==> src/dcache_pkg.sv <==
package dcache_pkg;

    // Cache geometry
    localparam int NUM_WAYS = 4;
    localparam int BYTE_W   = 8;

    // Line offset bits of the writeback address, always zero
    localparam int OFFSET_W = 6;

    // Defaults for the top level parameters
    localparam int DEF_TAG_W    = 20;
    localparam int DEF_DATA_W   = 64;
    localparam int DEF_NUM_SETS = 256;

    // Way number
    typedef logic [$clog2(NUM_WAYS)-1:0] way_t;

    // One bit per way: valid, dirty, hit and write enables
    typedef logic [NUM_WAYS-1:0] way_vec_t;

    // Tree PLRU state
    // bit 0 root, 0 points at ways 0/1, 1 points at ways 2/3
    // bit 1 node over ways 0/1, bit 2 node over ways 2/3
    typedef logic [2:0] plru_t;

endpackage
==> src/dcache_plru.sv <==
module dcache_plru #(
    parameter int NUM_SETS = dcache_pkg::DEF_NUM_SETS,
    localparam int IDX_W = $clog2(NUM_SETS)
) (
    input  logic                clk,
    input  logic                i_rst_n,
    input  logic [IDX_W-1:0]    i_idx,
    input  logic                i_touch,
    input  dcache_pkg::way_t    i_touch_way,
    output dcache_pkg::way_t    o_plru_way
);
    import dcache_pkg::*;

    plru_t plru_q [NUM_SETS];
    plru_t cur;
    plru_t nxt;

    assign cur = plru_q[i_idx];

    // Walk down from the root
    assign o_plru_way = cur[0] ? {1'b1, cur[2]} : {1'b0, cur[1]};

    // Point the nodes on the path away from the touched way
    always_comb begin
        nxt    = cur;
        nxt[0] = ~i_touch_way[1];
        if (i_touch_way[1]) begin
            nxt[2] = ~i_touch_way[0];
        end else begin
            nxt[1] = ~i_touch_way[0];
        end
    end

    always_ff @(posedge clk) begin
        if (!i_rst_n) begin
            for (int s = 0; s < NUM_SETS; s++) begin
                plru_q[s] <= '0;
            end
        end else if (i_touch) begin
            plru_q[i_idx] <= nxt;
        end
    end

endmodule

==> config.mk <==
export PLATFORM = sky130hd
export DESIGN_NAME = dcache_plru
export DESIGN_NICKNAME = d
export VERILOG_FILES = /design/src/dcache_pkg.sv /design/src/dcache_plru.sv
export SDC_FILE = /design/constraint.sdc
export NUM_CORES = 1
export LEC_CHECK = 0
export ABC_AREA = 0
export BUFFER_PORTS_ARGS = -buffer_cell sky130_fd_sc_hd__buf_2
export CAP_MARGIN = 20
export CORE_MARGIN = 2
export CORE_UTILIZATION = 35
export DETAILED_ROUTE_END_ITERATION = 16
export PLACE_DENSITY = 0.59
export SYNTH_ARGS = -nofsm -noshare
export SYNTH_HDL_FRONTEND = slang
export SYNTH_SLANG_ARGS = --single-unit
==> constraint.sdc <==
create_clock -name clk -period 4.85 [get_ports clk]
set_clock_uncertainty 0.05 [all_clocks]
set_input_delay 0.7275 -clock clk [delete_from_list [all_inputs] [get_ports clk]]
set_output_delay 0.7275 -clock clk [all_outputs]
set_load 0.02 [all_outputs]
== Yosys cells after proc, flatten, opt, wreduce, memory -nomap -nowiden ==
Memories as Yosys holds them, arrays and structs flattened.
Cells that the tools add are included.
Storage, ports and cells
  flip-flop bits (word level): 0
  latch bits: 0
  RAM bits: 768
  bits in read-only memories: 0
  logic and storage cells: 14
  memories: 1
Operators by class
  add/sub/neg operators: 0
  multipliers: 0
  divide/modulo/power cells: 0
  $lt $le $gt $ge: 0
  equal/unequal tests: 0
  shift-type cells: 0
  muxes and demuxes: 10
  bitwise logic cells: 2
  reduce and logical (&&, ||, !) cells: 1
Memories
  plru_q: words 256, bits a word 3, read ports 1, clocked after Yosys merged registers in 0, write ports 256, RTL line dcache_plru.sv:14  | plru_t plru_q [NUM_SETS];
Operators by type and width (count)
  $mux 8: 1
  $mux 1: 7
  $mux 3: 1
  $reduce_or 3->1: 1
  $mux 2: 1
  $not 1->1: 2

== Depth between registers and ports, before layout ==
  depth after elaboration: 5
  gate-level depth with buffers: 13

== Worst setup path after synthesis ==
No wires, ideal clock.
  path kind: input to output
  start point: input i_idx[1]
  end point: output o_plru_way[0]
  arrival time: 3.770 ns
  path slack: 0.302 ns
  cell stages on the path: 10
  path buffers: 4
  path through: buf_2 > buf_2 > clkbuf_1 > buf_1 > mux4_2 > mux4_2 > a22o_1 > a211oi_1 > nand4_1 > mux2i_1
Between the ends
  longest elaborated chain between the ends: 2
RTL lines
  from (decl): RTL line dcache_plru.sv:7  | input logic [IDX_W-1:0] i_idx,
  $mem_v2 256x3
  $mux 2: RTL line dcache_plru.sv:21  | assign o_plru_way = cur[0] ? {1'b1, cur[2]} : {1'b0, cur[1]};
  to (decl): RTL line dcache_plru.sv:10  | output dcache_pkg::way_t o_plru_way
Every way passes these cells.

== Worst setup path in the final report ==
  start point: input i_idx[0]
  end point: output o_plru_way[0]
Same word-level chain as after synthesis.

==> results.md <==
| Step | Item | Value |
|:---|:---|:---|
| finish | Registers with the most flip-flops | plru_q x768 |
| finish | Post-route core utilization | 40.40% |
| drt | Detailed-route via count | 21,864 |
| logic synthesis | Portion of synthesized cell area occupied by the leading cell type | 66.10% |
| timing | Maximum frequency from static timing analysis | 0.2135 GHz |
| timing | Relative slew slack | 32.67% |
| grt | Grt total ovfl | 0 |
| logic synthesis | Dominant cells by area after synthesis | edfxtp_1, mux4_2, nor2_1 |
| setup path | Beginning of the critical path | i_idx[0] |
| floorplanning | DIE AREA | 102,200 µm² |
| clock tree | Clock-pin transition on the worst setup and hold timing paths | 60 ps |
| finish | Non-Filler Instances | 4,034 |
| pwr | Internal power | 0.01201 W |
| pwr | Switching power total | 0.003481 W |
| setup path | Critical path start-end classification | in -> out |
| placed design | Worst setup slack before clock tree synthesis | -5.272 ps |
| grt | Pin count of the biggest net entering global routing | 123 |
| floorplanning | Std-Cell Core Area | 98,560 µm² |
| logic synthesis | Count of flip-flops with a built-in enable after synthesis | 768 |
| finish | Max reg flops | 768 |
| setup path | Gate family responsible for the most delay along the worst path | multiplexers |
| pwr | Leak pwr | 14.01 nW |
| placed design | Cell count after placement | 3,886 |
| timing | Transition time at the pin with the least slew margin | 1010 ps |
| setup path | Worst flop-to-flop path startpoint | plru_q[250][2] |
| pwr | Worst ir drop on vdd | 0.2754 mV |
| min path | Hold/Removal Path Class | in -> reg |
| pwr | Reg power frac | 49.2% |
| finish | Share of cells above drive strength 1 | 18.10% |
| logic synthesis | Portion of the post-synthesis area used by sequential elements | 66.10% |
| logic synthesis | Cell taking the most area after synthesis | edfxtp_1 |
| clock tree | CTS buffer count | 82 |
| pwr | Power per cell area | 389.1 nW/µm² |
| drt | Antenna-violating nets left | 0 |
| floorplanning | Effective utilization at floorplan | 35.40% |
| logic synthesis | Syn avg cell area | 13.06 µm² |
| logic synthesis | Predominant post-synthesis flop cell | edfxtp_1 |
| setup path | Data required time at the worst endpoint | 4070 ps |
| logic synthesis | Gate count of the mapped netlist | 2,672 |
| logic synthesis | Number of nets in the synthesized netlist | 2,685 |
| setup path | Number of buffer and inverter instances along the worst setup path | 3 |
| timing | Total count of max-transition violations in the final report | 0 |
| pwr | Tot Pwr | 0.01549 W |
| logic synthesis | Cell Area, Synth | 34,890 µm² |
| logic synthesis | Yosys synthesis warning count | 0 |
| timing | Final Setup Violations | 0 |
| setup path | Largest stage delay on the critical path | 550 ps |
| floorplanning | Count of boundary I/O pins | 15 |
| finish | Top library cells by usage in the layout, fill and taps aside | nor2_1, edfxtp_1, nand2_1 |
| placed design | Number of buffer cells added on primary ports | 14 |
| timing | Min Tclk post-route | 4683 ps |
| clock tree | Clock latency on the worst-skew pair | 640 ps |
| setup path | R2R setup slack | 1350 ps |
| setup path | Critical-path cell list | buf_8 > buf_4 > mux4_2 > mux4_2 > a211oi_1 > and4_1 > nand4_1 > mux2i_2 > buf_2 |
| drt | Number of vias per cell | 5.420 |
| setup path | Type of origin of the critical path | input pin |
| grt | First-pass GRT wire length | 138,300 µm |
| grt | Global-route total usage across every layer | 18.18% |
| timing | Sum Neg Setup Slack | 0 ps |
| finish | Post-synthesis to final-layout area growth | 14.14% |
| setup path | CP max-delay cell | mux4_2 |
| clock tree | Clock root cell | clkbuf_16 |
| setup path | Critical Path End | o_plru_way[0] |
| clock tree | CTS sink count | 768 |
| run | Max-capacitance violation count | 0 |
| drt | Detailed-route DRC error count | 0 |
| setup path | Instance count on the critical path | 9 |
| placed design | Placer Congestion | 0.8382 |
| clock tree | Clock tree from TritonCTS | yes |
| drt | Drt initial violations | 2,361 |
| pwr | Proportion of power drawn by combinational gates | 8.2% |
| timing | Final Cycle Share | 96.56% |
| clock tree | Hold-fix buffers at CTS | 0 |
| pwr | Clk pwr share | 42.6% |
| timing | Final hold violations | 0 |
| finish | Most frequent standard cell in the layout excluding fill and tap cells | nor2_1 |
| drt | Number of search-and-repair iterations in the first detailed-routing pass | 5 |
| floorplanning | Die Height | 319.7 µm |
| floorplanning | Die width | 319.7 µm |
| clock tree | Number of H-tree levels | 3 |
| setup path | Cell with the most instances on the worst path | mux4_2 |
| floorplanning | Number of core rows | 115 |
| pwr | Switching portion of total power | 22.47% |
| logic synthesis | Count of state elements after synthesis | 768 |
| finish | Largest register by flop count | plru_q |
| setup path | Crit end category | output port |
| setup path | Max FO, Critical Path | 13 |
| placed design | Half-perimeter wire length after placement | 59,870 µm |
| finish | Number of nets in the finished design | 2,696 |
| drt | Wire per inst | 23.02 µm |
| grt | Via count of the first global-routing pass | 21,611 |
| setup path | Endpoint of the worst register-to-register path | plru_q[102][2] |
| logic synthesis | Share of flip-flops with an asynchronous set or reset | 0% |
| drt | Drt total wl | 92,860 µm |
| run status | Status | completed |
| grt | Number of antenna violations at the first check in global routing | 3 |
| setup path | Crit path DAT | 3910 ps |
| logic synthesis | Number of distinct standard cells referenced by the synthesized netlist | 32 |
| timing | Setup slack after layout | 166.9 ps |
| timing | Unrepaired setup endpoints after global routing | no |
| clock tree | Buffer levels on the longest clock path | 3 |
| setup path | Path depth of the worst reg2reg path | 9 |
==> cell usage after synthesis (all sizes together) (2+ instances only) <==
library cell and number:
a21oi 32, mux2i 4, mux2 2, edfxtp 768
a22o 2, mux4 204, inv 2, buf 100
a22oi 67, nor2b 6, nor2 801, o41ai 3
nor4 11, nor3 5, o211ai 2, nand2 522
nand2b 6, clkbuf 118, a211oi 6, nand4 2
or2 2
==> worst min path at each step <==
stage,to,cells past startpoint,slack [ps],start
after global routing,plru_q[58][0],2,510,i_touch_way[1]
after CTS,plru_q[228][0],2,490,i_touch_way[1]
after floorplan,plru_q[25][1],4,1150,i_touch_way[0]
after global placement,plru_q[228][0],2,1150,i_touch_way[1]
final,plru_q[225][0],2,510,i_touch_way[1]
after detailed placement,plru_q[228][0],2,1160,i_touch_way[1]
==> stage by stage <==
step / area [µm²] / hold WS, ps
after floorplan: 34890 / 1153
after global placement: 36990 / 1152
after detailed placement: 36990 / 1161
after CTS: 39810 / 494.5
after global routing: 39820 / 506.3
final: 39820 / 507.4
==> power by group through the flow <==
stage / logic (W) / clock network (W) / registers [W]
final: 0.00127 / 0.00660 / 0.00763
after global routing: 0.00134 / 0.00693 / 0.00765
after CTS: 0.00127 / 0.00669 / 0.00763
after detailed placement: 0.00127 / 0 / 0.00777
after global placement: 0.00126 / 0 / 0.00776
after floorplan: 0.000809 / 0 / 0.00771
==> logic make-up after synthesis <==
logic type	count (synthesis)	share of synthesized area, %
DFF	768	66.10
AOI/OAI and AO/OA	115	2.313
buffers and inverters	220	3.360
and+or+nand+nor	1359	14.88
muxes	210	13.35
==> layer usage <==
layer | global-route usage [%] | wire length (µm) | vias up
li1 | - | - | 9657
met1 | 24.33 | 37450 | 11048
met2 | 29.08 | 44160 | 978
met3 | 4.186 | 7995 | 181
met4 | 6.457 | 3254 | 0
met5 | 0 | 0 | -
==> area by class of cell <==
type	instances	area [µm²]
antenna	1	2.502
clock inverter	48	586.8
sequential	768	23060
fill	8987	58740
timing repair buffer	145	1568
tap	1287	1610
clock buffer	99	2222
multi-input combinational	1684	10760
inverter	2	7.507
==> repair_timing <==
| item | CTS | global route |
|---|---|---|
| endpoints found under the setup margin | 1 | 1 |
| buffers inserted | 0 | 0 |
| resized for setup | 1 | 2 |
No activity file was read; power rests on OpenSTA's default activity.
