## src/dcache_pkg.sv

```systemverilog
package dcache_pkg;

    // Cache geometry
    localparam int NUM_WAYS = 4;
    localparam int BYTE_W   = 8;

    // Line offset bits of the writeback address, always zero
    localparam int OFFSET_W = 6;

    // Defaults for the top level parameters
    localparam int DEF_TAG_W    = 20;
    localparam int DEF_DATA_W   = 64;
    localparam int DEF_NUM_SETS = 256;

    // Way number
    typedef logic [$clog2(NUM_WAYS)-1:0] way_t;

    // One bit per way: valid, dirty, hit and write enables
    typedef logic [NUM_WAYS-1:0] way_vec_t;

    // Tree PLRU state
    // bit 0 root, 0 points at ways 0/1, 1 points at ways 2/3
    // bit 1 node over ways 0/1, bit 2 node over ways 2/3
    typedef logic [2:0] plru_t;

endpackage
```

## src/dcache_ctrl.sv

```systemverilog
module dcache_ctrl #(
    parameter int TAG_W = dcache_pkg::DEF_TAG_W,
    parameter int DATA_W = dcache_pkg::DEF_DATA_W,
    localparam int MASK_W = DATA_W / dcache_pkg::BYTE_W
) (
    input  logic                                          clk,
    input  logic                                          i_rst_n,
    input  logic                                          i_rden,
    input  logic                                          i_wren,
    input  logic                                          i_rep,
    input  logic [MASK_W-1:0]                             i_wmask,
    input  dcache_pkg::way_vec_t                          i_vld,
    input  dcache_pkg::way_vec_t                          i_dirty,
    input  logic [dcache_pkg::NUM_WAYS-1:0][TAG_W-1:0]    i_tags,
    input  logic [TAG_W-1:0]                              i_tag,
    input  dcache_pkg::way_t                              i_plru_way,
    output logic                                          o_hit,
    output dcache_pkg::way_t                              o_hit_way,
    output dcache_pkg::way_t                              o_victim_way,
    output dcache_pkg::way_vec_t                          o_fill_en,
    output dcache_pkg::way_vec_t                          o_dirty_set,
    output logic [dcache_pkg::NUM_WAYS-1:0][MASK_W-1:0]   o_byte_en,
    output logic                                          o_touch,
    output dcache_pkg::way_t                              o_touch_way,
    output logic                                          o_wb
);
    import dcache_pkg::*;

    way_vec_t hit_vec;
    way_t     free_way;
    logic     free_found;
    logic     lookup;
    logic     fill;
    logic     miss_q;

    assign lookup = i_rden | i_wren;

    // Tag compare on all ways of the set
    always_comb begin
        for (int w = 0; w < NUM_WAYS; w++) begin
            hit_vec[w] = i_vld[w] && (i_tags[w] == i_tag);
        end
    end

    assign o_hit = |hit_vec;

    always_comb begin
        o_hit_way = '0;
        for (int w = NUM_WAYS - 1; w >= 0; w--) begin
            if (hit_vec[w]) begin
                o_hit_way = way_t'(w);
            end
        end
    end

    // Lowest invalid way first
    always_comb begin
        free_way = '0;
        for (int w = NUM_WAYS - 1; w >= 0; w--) begin
            if (!i_vld[w]) begin
                free_way = way_t'(w);
            end
        end
    end

    assign free_found   = ~&i_vld;
    assign o_victim_way = free_found ? free_way : i_plru_way;

    // Remembers a read or write miss, the refill must come right after it
    always_ff @(posedge clk) begin
        if (!i_rst_n) begin
            miss_q <= 1'b0;
        end else begin
            miss_q <= lookup && !o_hit;
        end
    end

    assign fill = i_rep && miss_q;

    assign o_fill_en   = fill ? (way_vec_t'(1) << o_victim_way) : way_vec_t'(0);
    assign o_dirty_set = {NUM_WAYS{i_wren}} & hit_vec;

    // Refill writes the whole line, a write hit only its masked bytes
    always_comb begin
        for (int w = 0; w < NUM_WAYS; w++) begin
            o_byte_en[w] = '0;
            if (o_fill_en[w]) begin
                o_byte_en[w] = '1;
            end else if (o_dirty_set[w]) begin
                o_byte_en[w] = i_wmask;
            end
        end
    end

    assign o_touch     = (lookup && o_hit) || fill;
    assign o_touch_way = fill ? o_victim_way : o_hit_way;

    // Miss that would evict a modified line
    assign o_wb = lookup && !o_hit && i_vld[o_victim_way] && i_dirty[o_victim_way];

endmodule

```

## config.mk

```make
export PLATFORM = sky130hd
export DESIGN_NAME = dcache_ctrl
export DESIGN_NICKNAME = d
export VERILOG_FILES = /design/src/dcache_pkg.sv /design/src/dcache_ctrl.sv
export SDC_FILE = /design/constraint.sdc
export NUM_CORES = 1
export LEC_CHECK = 0
export BUFFER_PORTS_ARGS = -buffer_cell sky130_fd_sc_hd__buf_2
export CAP_MARGIN = 15
export CORE_UTILIZATION = 35
export CTS_BUF_LIST = sky130_fd_sc_hd__clkbuf_8
export CTS_CLUSTER_SIZE = 28
export DETAILED_ROUTE_END_ITERATION = 10
export PLACE_DENSITY_LB_ADDON = 0.05
export SLEW_MARGIN = 20
export SYNTH_ARGS = -nofsm -noshare
export SYNTH_HDL_FRONTEND = slang
export SYNTH_SLANG_ARGS = --single-unit
```

## constraint.sdc

```tcl
create_clock -name clk -period 2.61 [get_ports clk]
set_input_delay 0.522 -clock clk [delete_from_list [all_inputs] [get_ports clk]]
set_output_delay 0.522 -clock clk [all_outputs]
set_load 0.01 [all_outputs]
```

Yosys cells after proc, flatten, opt, wreduce, memory -nomap -nowiden
Cells that the tools add are included.

cells by class
  shift operators = 1
  $lt $le $gt $ge = 1
  reductions and logical operators = 13
  bitwise operators = 2
  muxes and demuxes = 23
  equality and inequality tests = 4

operators with widths
  kind                   count
  $eq A20 B20 Y1         4
  $mux W8                8
  $mux W2                10
  $logic_and A1 B1 Y1    9
  $and A4 B4 Y4          1
  $bmux W1 S2            2
  $mux W4                1
  $reduce_and A4 Y1      1
  $reduce_or A4 Y1       1
  $shl A1 B2 Y4 const A  1
  $lt A2 B3 Y1 const B   1
  $mux W1                2
  $logic_not A1 Y1       1
  $logic_or A1 B1 Y1     1
  $or A1 B1 Y1           1

storage, ports and cells
  bits of input ports = 123
  logic and storage cells = 45
  register bits after elaboration = 1

Depth between registers and ports, before layout
Gate-level depths: netlist (run 1).

  depth after elaboration = 9
  gate-level depth with buffers = 8
  gate-level depth less buffers = 7

Least setup slack after synthesis (run 1)
OpenSTA, ideal clock, no wires.

  path kind = input to output
  start point = in i_tag[10]
  end point = out o_wb
  required time = 2.088 ns
  arrival = 1.918 ns
  path slack = 0.170 ns
  cell stages on the path = 8
  cell sequence = clkbuf_2 xnor2_1 nand4_1 nor2_1 and3_4 nor4_2 inv_1 nor4_1

on the way
  longest elaborated chain between the ends = 7
  elaborated cells on any way between the ends = 13

ends and longest elaborated chain
  element                             line               RTL
  start, declared                     dcache_ctrl.sv:15  input logic [TAG_W-1:0] i_tag,
  $eq A20 B20 Y1                      dcache_ctrl.sv:41  hit_vec[w] = i_vld[w] && (i_tags[w] == i_tag);
  $logic_and A1 B1 Y1                 dcache_ctrl.sv:41
  $reduce_or A4 Y1 *                  dcache_ctrl.sv:45  assign o_hit = |hit_vec;
  named net o_hit                     dcache_ctrl.sv:17  output logic o_hit,
  $logic_not A1 Y1 *                  dcache_ctrl.sv:99  assign o_wb = lookup && !o_hit && i_vld[o_victim_way] && i_dirty[o_victim_way];
  $logic_and A1 B1 Y1 * (3 in a row)  dcache_ctrl.sv:99
  end, declared                       dcache_ctrl.sv:25  output logic o_wb

Mark *: on every way through the listed nets, which the timed path passes. The rest lies on a longest branch.

Worst setup path in the final report (run 1)
  start point = in i_tag[19]
  end point = out o_wb

on the way
  longest elaborated chain between the ends = 7
  elaborated cells on any way between the ends = 13

ends and longest elaborated chain
  element                             line
  $eq A20 B20 Y1                      dcache_ctrl.sv:41
  $logic_and A1 B1 Y1                 dcache_ctrl.sv:41
  $reduce_or A4 Y1 *                  dcache_ctrl.sv:45
  $logic_not A1 Y1 *                  dcache_ctrl.sv:99
  $logic_and A1 B1 Y1 * (3 in a row)  dcache_ctrl.sv:99

Mark *: on every way between the ends. The rest lies on a longest branch, timed or not.

==> results by group, run 1 <==
Outcome
  • Outcome: finished with violations
  • Failing checks: setup timing

Floorplanning
  • Row count: 23
  • Die extent in x: 66.5 um
  • Die area: around 4400 um^2
  • Die H: approximately 66 um
  • I/O pins: approximately 170
  • Core box area: between 4000 and 5000 um^2
  • Initial Util: 0.364

Synth
  • Post-Syn Instances: ~190
  • Sequential area share after synthesis: 0.0138
  • Top FF cell, synth: dfxtp_1
  • Synth Register Bits: 1
  • Yosys top cell by area: xor2_1
  • EDFF count, synth: 0
  • Post-Syn Area: around 1500 um^2
  • Cell variety after synth: 33
  • Yosys warnings: 0
  • Synthesized net count: 310
  • Synth area leaders: xor2_1 (25%), xnor2_1 (23%), a21o_1 (17%), nand4_1 (4.7%), nor4_1 (4.3%)
  • Yosys top cell area share: 0.253
  • Synth async-reset ratio: 0
  • Synthesized area per cell: a little under 8 um^2

Timing
  • Final setup fails: 3
  • RSZ-0062 raised after global routing: yes
  • Slew @ Worst Pin: slightly above 0.5 ns
  • Tcrit/Tclk final: 1.01
  • Max-slew violations: 0
  • Max_slew headroom: 0.663
  • FMAX: ~0.38 GHz
  • Post-route setup slack: -0.0322 ns
  • Fin. Hold Viols: 0
  • Fin crit period: between 2 and 3 ns

Drt
  • Via/cell ratio: between 4 and 5
  • Final antenna-violating net count: 0
  • Routed Wire Length: around 5900 um
  • Drt wl/cell: about 14 um
  • Drt first pass iters: 4
  • Vias: 2096
  • DRC Markers: 0
  • Initial DRC Count: 32

GRT
  • Antenna violations before repair: 0
  • Overall Global Routing Usage: 0.234
  • First-pass GRT wire length: about 8100 um
  • Vias in the first global route: roughly 1900
  • Largest net degree at the start of global routing: 10
  • Remaining Overflow, GRT: 0

Worst setup path
  • Crit-path max FO: 4
  • Critical path required time: 2.09 ns
  • Critical Path AT: 2.12 ns
  • Worst Setup End Kind: output port
  • Startpoint types: input pin
  • WS Path Type: in -> out

Clocking
  • Hold buffers post-CTS: 0
  • CTS clk-pin slew, worst paths: 0 ns

Layout
  • ANT cells: 0
  • Max reg flops: 1
  • Registers with the most flip-flops: miss_q (1)
  • Layout cells sized above 1: 0.624
  • Commonest non-fill, non-tap cell in the layout: buf_2
  • Final net count: slightly above 500
  • Area Overhead vs Synth: 100%
  • Most frequent cells in the layout: buf_2 (148), xnor2_1 (35), xor2_1 (35), a21o_1 (32), buf_4 (28)
  • Largest Register: miss_q
  • Fin util: 0.728

Power
  • Power Dens Cells: between 100 and 150 nW/um^2
  • Worst IR drop on VDD: ~0.098 mV
  • Cell leakage power: between 1.5 and 2 nW
  • Total power: ~0.41 mW

Place
  • I/O Buffers: 171
  • Global placement routability congestion: about 0.83
  • Post-DP HPWL: 4940 um

Flow run
  • Max Cap Viol: 0

Worst hold path
  • Min-Delay Path Class: in -> reg
critical path, stage by stage:
cell and delay (ns):
buf_8 0.11, buf_6 0.11, xor2_1 0.12, nor4_1 0.06, nand3_1 0.17, nor4_4 0.08
buf_4 0.15, nor4_4 0.29, inv_1 0.10, nor4_1 0.24, buf_2 0.17
layer usage:
metal / up-vias / part of all wire / GRT usage / wire length (um)
met3: 8 / 0.052 / 0.0240 / 305
met4: 0 / 0.016 / 0.0426 / 94
met1: 944 / 0.40 / 0.260 / 2360
met2: 94 / 0.53 / 0.472 / 3160
met5: - / 0 / 0 / 0
li1: 1050 / - / - / -
final timing paths:
check                           end       from  cells past startpoint  slack [ns]
setup / recovery               o_wb  i_tag[19]                     11       -0.03
hold / removal    miss_q$_SDFF_PN0_    i_rst_n                      2        0.79
stage by stage:
| step | hold WS (ns) | setup WS, ns | TNS, ns | instances | area, um^2 |
|---|---|---|---|---|---|
| final | 0.792 | -0.0322 | -0.0593 | 433 | 2910 |
| after global routing | 0.802 | -0.140 | -3.05 | 433 | 2910 |
| after CTS | 0.793 | -0.0222 | -0.0918 | 432 | 2700 |
| after detailed placement | 0.797 | -0.227 | -5.60 | 429 | 2530 |
| after global placement | 0.792 | -0.161 | -3.75 | 429 | 2530 |
| after floorplan | 0.689 | 0.170 | 0 | 187 | 1460 |
where the power goes:
| part | switching (mW) | internal, mW |
|---|---|---|
| combinational | 0.177 | 0.216 |
| sequential | 0.000465 | 0.0166 |
| clock | 0 | 0 |
| total | 0.178 | 0.233 |
synth_stat cells (2+ instances only):
cell	count
nor2_1	6
nor3_2	3
nand4_1	11
nand3_1	2
inv_1	3
o21ai_0	2
xnor2_1	38
o31ai_1	2
nor4_1	10
clkbuf_2	2
nor3b_1	2
and2_1	5
buf_6	2
nor3_1	3
xor2_1	42
a21o_1	32
nand2_1	6
cells by family after synthesis:
family | after synthesis | share of synthesized area
buffers and inverters | 10 | 0.0413
and+or+nand+nor | 54 | 0.239
muxes | 2 | 0.0146
DFF | 1 | 0.0138
xor gates and xnor gates | 80 | 0.482
AOI/OAI and AO/OA | 40 | 0.210
repair_timing:
| item | 4_1_cts | 5_1_grt |
|---|---|---|
| setup endpoints to repair | 42 | 40 |
| hold endpoints to repair | 0 | 0 |
| cloned | 1 | 1 |
| gates resized for setup | 35 | 42 |
| pin swaps | 19 | 37 |
| buffers inserted | 2 | 1 |
final cells by class:
type | instances | area [um^2]
Fill cell | 346 | 1090
Inverter | 3 | 11.3
Multi-Input combinational cell | 178 | 1570
Sequential cell | 1 | 20.0
Tap cell | 50 | 62.6
Timing Repair Buffer | 201 | 1240
Power figures use the tool's default switching activity.
==> run 2: changes to the inputs <==
Settings changed: REMOVE_ABC_BUFFERS set to 1.
==> run 2 against run 1 <==
Against the previous run: the flow still finishes with violations (setup timing); combinational power is essentially flat; utilization up 0.50 points; cell area grew 0.69%; critical endpoint is now o_touch_way[1]; routed wire length up 1.7%; largest power group unchanged; die area stayed put; global-route usage grew 0.99 points; fmax down 0.73%; critical path depth fell by 1; via count up 0.57%; largest cell class unchanged.
==> results by group, run 2 (synthesis results as in run 1) <==
Outcome
  • Outcome: finished with violations
  • Failing checks: setup timing

Layout
  • Layout cells sized above 1: 0.654
  • Max reg flops: 1
  • Final instance area: roughly 2900 um^2
  • Registers with the most flip-flops: miss_q (1)
  • Commonest non-fill, non-tap cell in the layout: buf_2
  • ANT cells: 0
  • Final Non-Filler Cells: about 430
  • Area Overhead vs Synth: 101%
  • Final net count: about 510
  • Largest Register: miss_q
  • Fin util: 0.733
  • Most frequent cells in the layout: buf_2 (151), xnor2_1 (33), a21o_1 (32), buf_4 (31), xor2_1 (28)

Place
  • Global placement routability congestion: 0.798
  • Dpl cell area: 2530 um^2
  • I/O Buffers: 171
  • Dpl cells: between 400 and 500
  • Post-DP HPWL: 4820 um
  • Pre-CTS WS: -0.139 ns

Timing
  • Fin crit period: roughly 2.7 ns
  • Slew @ Worst Pin: 0.428 ns
  • Max-slew violations: 0
  • Post-route setup slack: -0.0517 ns
  • Max_slew headroom: 0.714
  • FMAX: between 0.3 and 0.4 GHz
  • Final setup fails: 14
  • Tcrit/Tclk final: 1.02
  • Setup Total Neg Slack: -0.212 ns
  • Fin. Hold Viols: 0
  • RSZ-0062 raised after global routing: yes

Floorplanning
  • Die H: 66.5 um
  • Core box area: between 4000 and 5000 um^2
  • Initial Util: 0.364
  • Row count: 23
  • Die area: between 4000 and 5000 um^2
  • I/O pins: between 150 and 200
  • Die extent in x: ~66 um

Worst setup path
  • Crit-path slowest cell: nor4_2
  • CP bufs+invs: 4
  • Crit path depth: 10
  • WS Path Type: in -> out
  • Critical Path AT: roughly 2.1 ns
  • Max stage delay on crit path: ~0.30 ns
  • Worst Setup End Kind: output port
  • CP top delay family: simple AND/OR/NAND/NOR gates
  • Worst path cell trace: buf_4 > xor2_1 > nor4_2 > buf_4 > nand4_1 > nor3_2 > buf_4 > or2_4 > o31ai_1 > buf_2
  • Crit-path max FO: 4
  • CP dominant cell by count: buf_4
  • Startpoint types: input pin
  • Critical path required time: between 2 and 2.5 ns

Worst hold path
  • Hold path start: i_rst_n
  • Hold depth: 2
  • Min-Delay Path Class: in -> reg
  • Worst Hold Path EP: miss_q$_SDFF_PN0_

Drt
  • Initial DRC Count: 22
  • Drt wl/cell: between 10 and 15 um
  • Routed Wire Length: about 6000 um
  • Vias: between 2000 and 2500
  • Drt first pass iters: 6
  • Via/cell ratio: between 4 and 5
  • DRC Markers: 0
  • Final antenna-violating net count: 0

GRT
  • Overall Global Routing Usage: 0.244
  • Vias in the first global route: approximately 1900
  • First-pass GRT wire length: about 8400 um
  • Antenna violations before repair: 0
  • Largest net degree at the start of global routing: 10
  • Remaining Overflow, GRT: 0

Flow run
  • Max Cap Viol: 0

Clocking
  • Hold buffers post-CTS: 0
  • CTS clk-pin slew, worst paths: 0 ns

Power
  • Worst IR drop on VDD: 0.115 mV
  • Power Dens Cells: 141 nW/um^2
  • Cell leakage power: approximately 1.8 nW
[run 2: cell types whose count changed in the layout (fill, tap and decap cells not counted), moves of 3 or more]
cell / previous run / this run
buf_4: 28 / 31
buf_6: 23 / 16
xor2_1: 35 / 28
buf_2: 148 / 151
nor3_2: 2 / 5
xor2_2: 7 / 14
[run 2: area by class of cell]
type | instances | area (um^2)
Multi-Input combinational cell | 178 | 1650
Timing Repair Buffer | 199 | 1190
Fill cell | 355 | 1070
Tap cell | 50 | 62.6
Sequential cell | 1 | 20.0
Inverter | 3 | 11.3
[run 2: layer usage]
metal	GRT usage	share of wire	vias to the layer above
met2	0.482	0.55	104
met4	0.0665	0.023	0
met5	0	0	-
met3	0.0325	0.066	14
li1	-	-	1046
met1	0.265	0.36	944
[run 2: how the worst max path moves through the flow]
stage | startpoint | end
floorplan | i_tags[48] | o_byte_en[16]
global placement | i_tag[9] | o_byte_en[6]
detailed placement | i_tag[9] | o_byte_en[1]
CTS | i_tags[73] | o_touch_way[0]
global route | i_tag[9] | o_touch_way[1]
finish | i_tag[9] | o_touch_way[1]
[run 2: timing repair]
action                                  in CTS  in global routing
endpoints found under the setup margin      39                 40
cloned                                       0                  2
resized for setup                           36                 42
pin swaps                                   27                 29
setup buffers                                1                  1
endpoints found under the hold margin        0                  0
[run 2: through the flow]
stage	hold WS, ns	power (mW)
after floorplan	0.689	0.160
after global placement	0.797	0.352
after detailed placement	0.794	0.356
after CTS	0.797	0.380
after global routing	0.812	0.445
final	0.794	0.414
[run 2: where the power goes]
group	leakage [nW]	total [mW]	switching (mW)	internal (mW)
sequential	0.00841	0.0170	0.000393	0.0166
clock	0	0	0	0
combinational	1.76	0.397	0.182	0.216
total	1.77	0.414	0.182	0.232
==> run 3: changes to the inputs <==
Settings changed: SKIP_CTS_REPAIR_TIMING set to 1.
==> run 3 against run 2 <==
Against the previous run: routed wire length fell by 6.4%; cell area decreased by 4.2%; global-route usage is 1.6 points lower; fmax increased by 3.4%; the flow now finishes without violations; flip-flop and latch count unchanged; critical endpoint unchanged; via count shrank 2.4%.
==> results by group, run 3 (synthesis results as in run 1) <==
Drt
  • Final antenna-violating net count: 0
  • Routed Wire Length: 5630 um
  • Drt first pass iters: 4
  • DRC Markers: 0
  • Drt wl/cell: between 10 and 15 um
  • Vias: 2058
  • Via/cell ratio: between 4 and 5
  • Initial DRC Count: 33

Power
  • Power Dens Cells: 140 nW/um^2
  • Cell leakage power: approximately 1.7 nW
  • Worst IR drop on VDD: about 0.10 mV
  • Total power: just under 0.4 mW

Timing
  • Max-slew violations: 0
  • FMAX: just under 0.4 GHz
  • Slew @ Worst Pin: 0.439 ns
  • Max_slew headroom: 0.707
  • Final setup fails: 0
  • Hold slack: approximately 0.80 ns
  • Post-route setup slack: about 0.035 ns
  • Tcrit/Tclk final: 0.987
  • RSZ-0062 raised after global routing: yes
  • Fin crit period: 2.57 ns
  • Fin. Hold Viols: 0

Outcome
  • Outcome: finished, final reports clean

GRT
  • Remaining Overflow, GRT: 0
  • Largest net degree at the start of global routing: 10
  • Antenna violations before repair: 0
  • Vias in the first global route: 1805
  • First-pass GRT wire length: 7930 um
  • Overall Global Routing Usage: 0.228

Layout
  • Layout cells sized above 1: 0.629
  • ANT cells: 0
  • Area Overhead vs Synth: 92.9%
  • Filler cell count: around 380
  • Most frequent cells in the layout: buf_2 (159), xnor2_1 (37), xor2_1 (32), a21o_1 (32), buf_4 (30)
  • Largest Register: miss_q
  • FF+latch area: 20.0 um^2
  • Max reg flops: 1
  • Registers with the most flip-flops: miss_q (1)
  • Final net count: just over 500
  • Multi-input gate area: between 1500 and 2000 um^2
  • Fin util: 0.702
  • Commonest non-fill, non-tap cell in the layout: buf_2

Worst setup path
  • Max stage delay on crit path: 0.29 ns
  • CP top delay family: simple AND/OR/NAND/NOR gates
  • CP bufs+invs: 3
  • Crit-path max FO: 4
  • Critical path required time: 2.09 ns
  • Worst Setup End Kind: output port
  • CP dominant cell by count: buf_4
  • Crit-path slowest cell: nor4_1
  • Critical Path AT: 2.05 ns
  • Worst path cell trace: buf_4 > xor2_1 > nor4_1 > nand4_1 > nor4_4 > buf_4 > nor2_1 > o31ai_2 > buf_2
  • WS Path Type: in -> out
  • Startpoint types: input pin

Place
  • Pre-CTS WS: -0.139 ns
  • I/O Buffers: around 170
  • Post-DP HPWL: slightly below 5000 um
  • Global placement routability congestion: approximately 0.80

Floorplanning
  • Initial Util: 0.364
  • Core box area: ~4000 um^2
  • Die area: roughly 4400 um^2
  • I/O pins: about 170
  • Die extent in x: about 66 um
  • Row count: 23
  • Die H: 66.5 um

Worst hold path
  • Min-Delay Path Class: in -> reg

Clocking
  • CTS clk-pin slew, worst paths: 0 ns

Flow run
  • Max Cap Viol: 0
-- run 3: changes by cell type in the layout (fill, tap and decap cells not counted), sizes merged --
cell  change
and2      -1
-- run 3: cell type report --
| type | count | area share |
|---|---|---|
| multi-input combinational | 177 | 0.559 |
| timing repair buffer | 199 | 0.408 |
| tap | 50 | 0.0223 |
| inverter | 3 | 0.00401 |
| sequential | 1 | 0.00713 |
-- run 3: stage by stage --
stage	TNS [ns]	area [um^2]	cells
floorplan	0	1410	180
global placement	-3.31	2530	428
detailed placement	-3.69	2530	428
CTS	-3.86	2530	428
global route	-0.560	2810	430
finish	0	2810	430
-- run 3: where the power goes --
part	internal [mW]	leakage (nW)	total, mW	switching, mW
Combinational	0.203	1.71	0.375	0.171
Sequential	0.0166	0.00841	0.0170	0.000365
Clock	0	0	0	0
Total	0.220	1.72	0.392	0.172
-- run 3: per-layer routing --
metal / vias to the layer above / part of all wire / GRT usage
met4: 0 / 0.012 / 0.0372
met5: - / 0 / 0
li1: 1038 / - / -
met1: 916 / 0.37 / 0.247
met2: 96 / 0.54 / 0.459
met3: 8 / 0.072 / 0.0377
-- run 3: worst paths after layout --
path	start	to	slack [ns]	cells past startpoint
max	i_tag[8]	o_touch_way[1]	0.04	9
min	i_rst_n	miss_q$_SDFF_PN0_	0.80	2
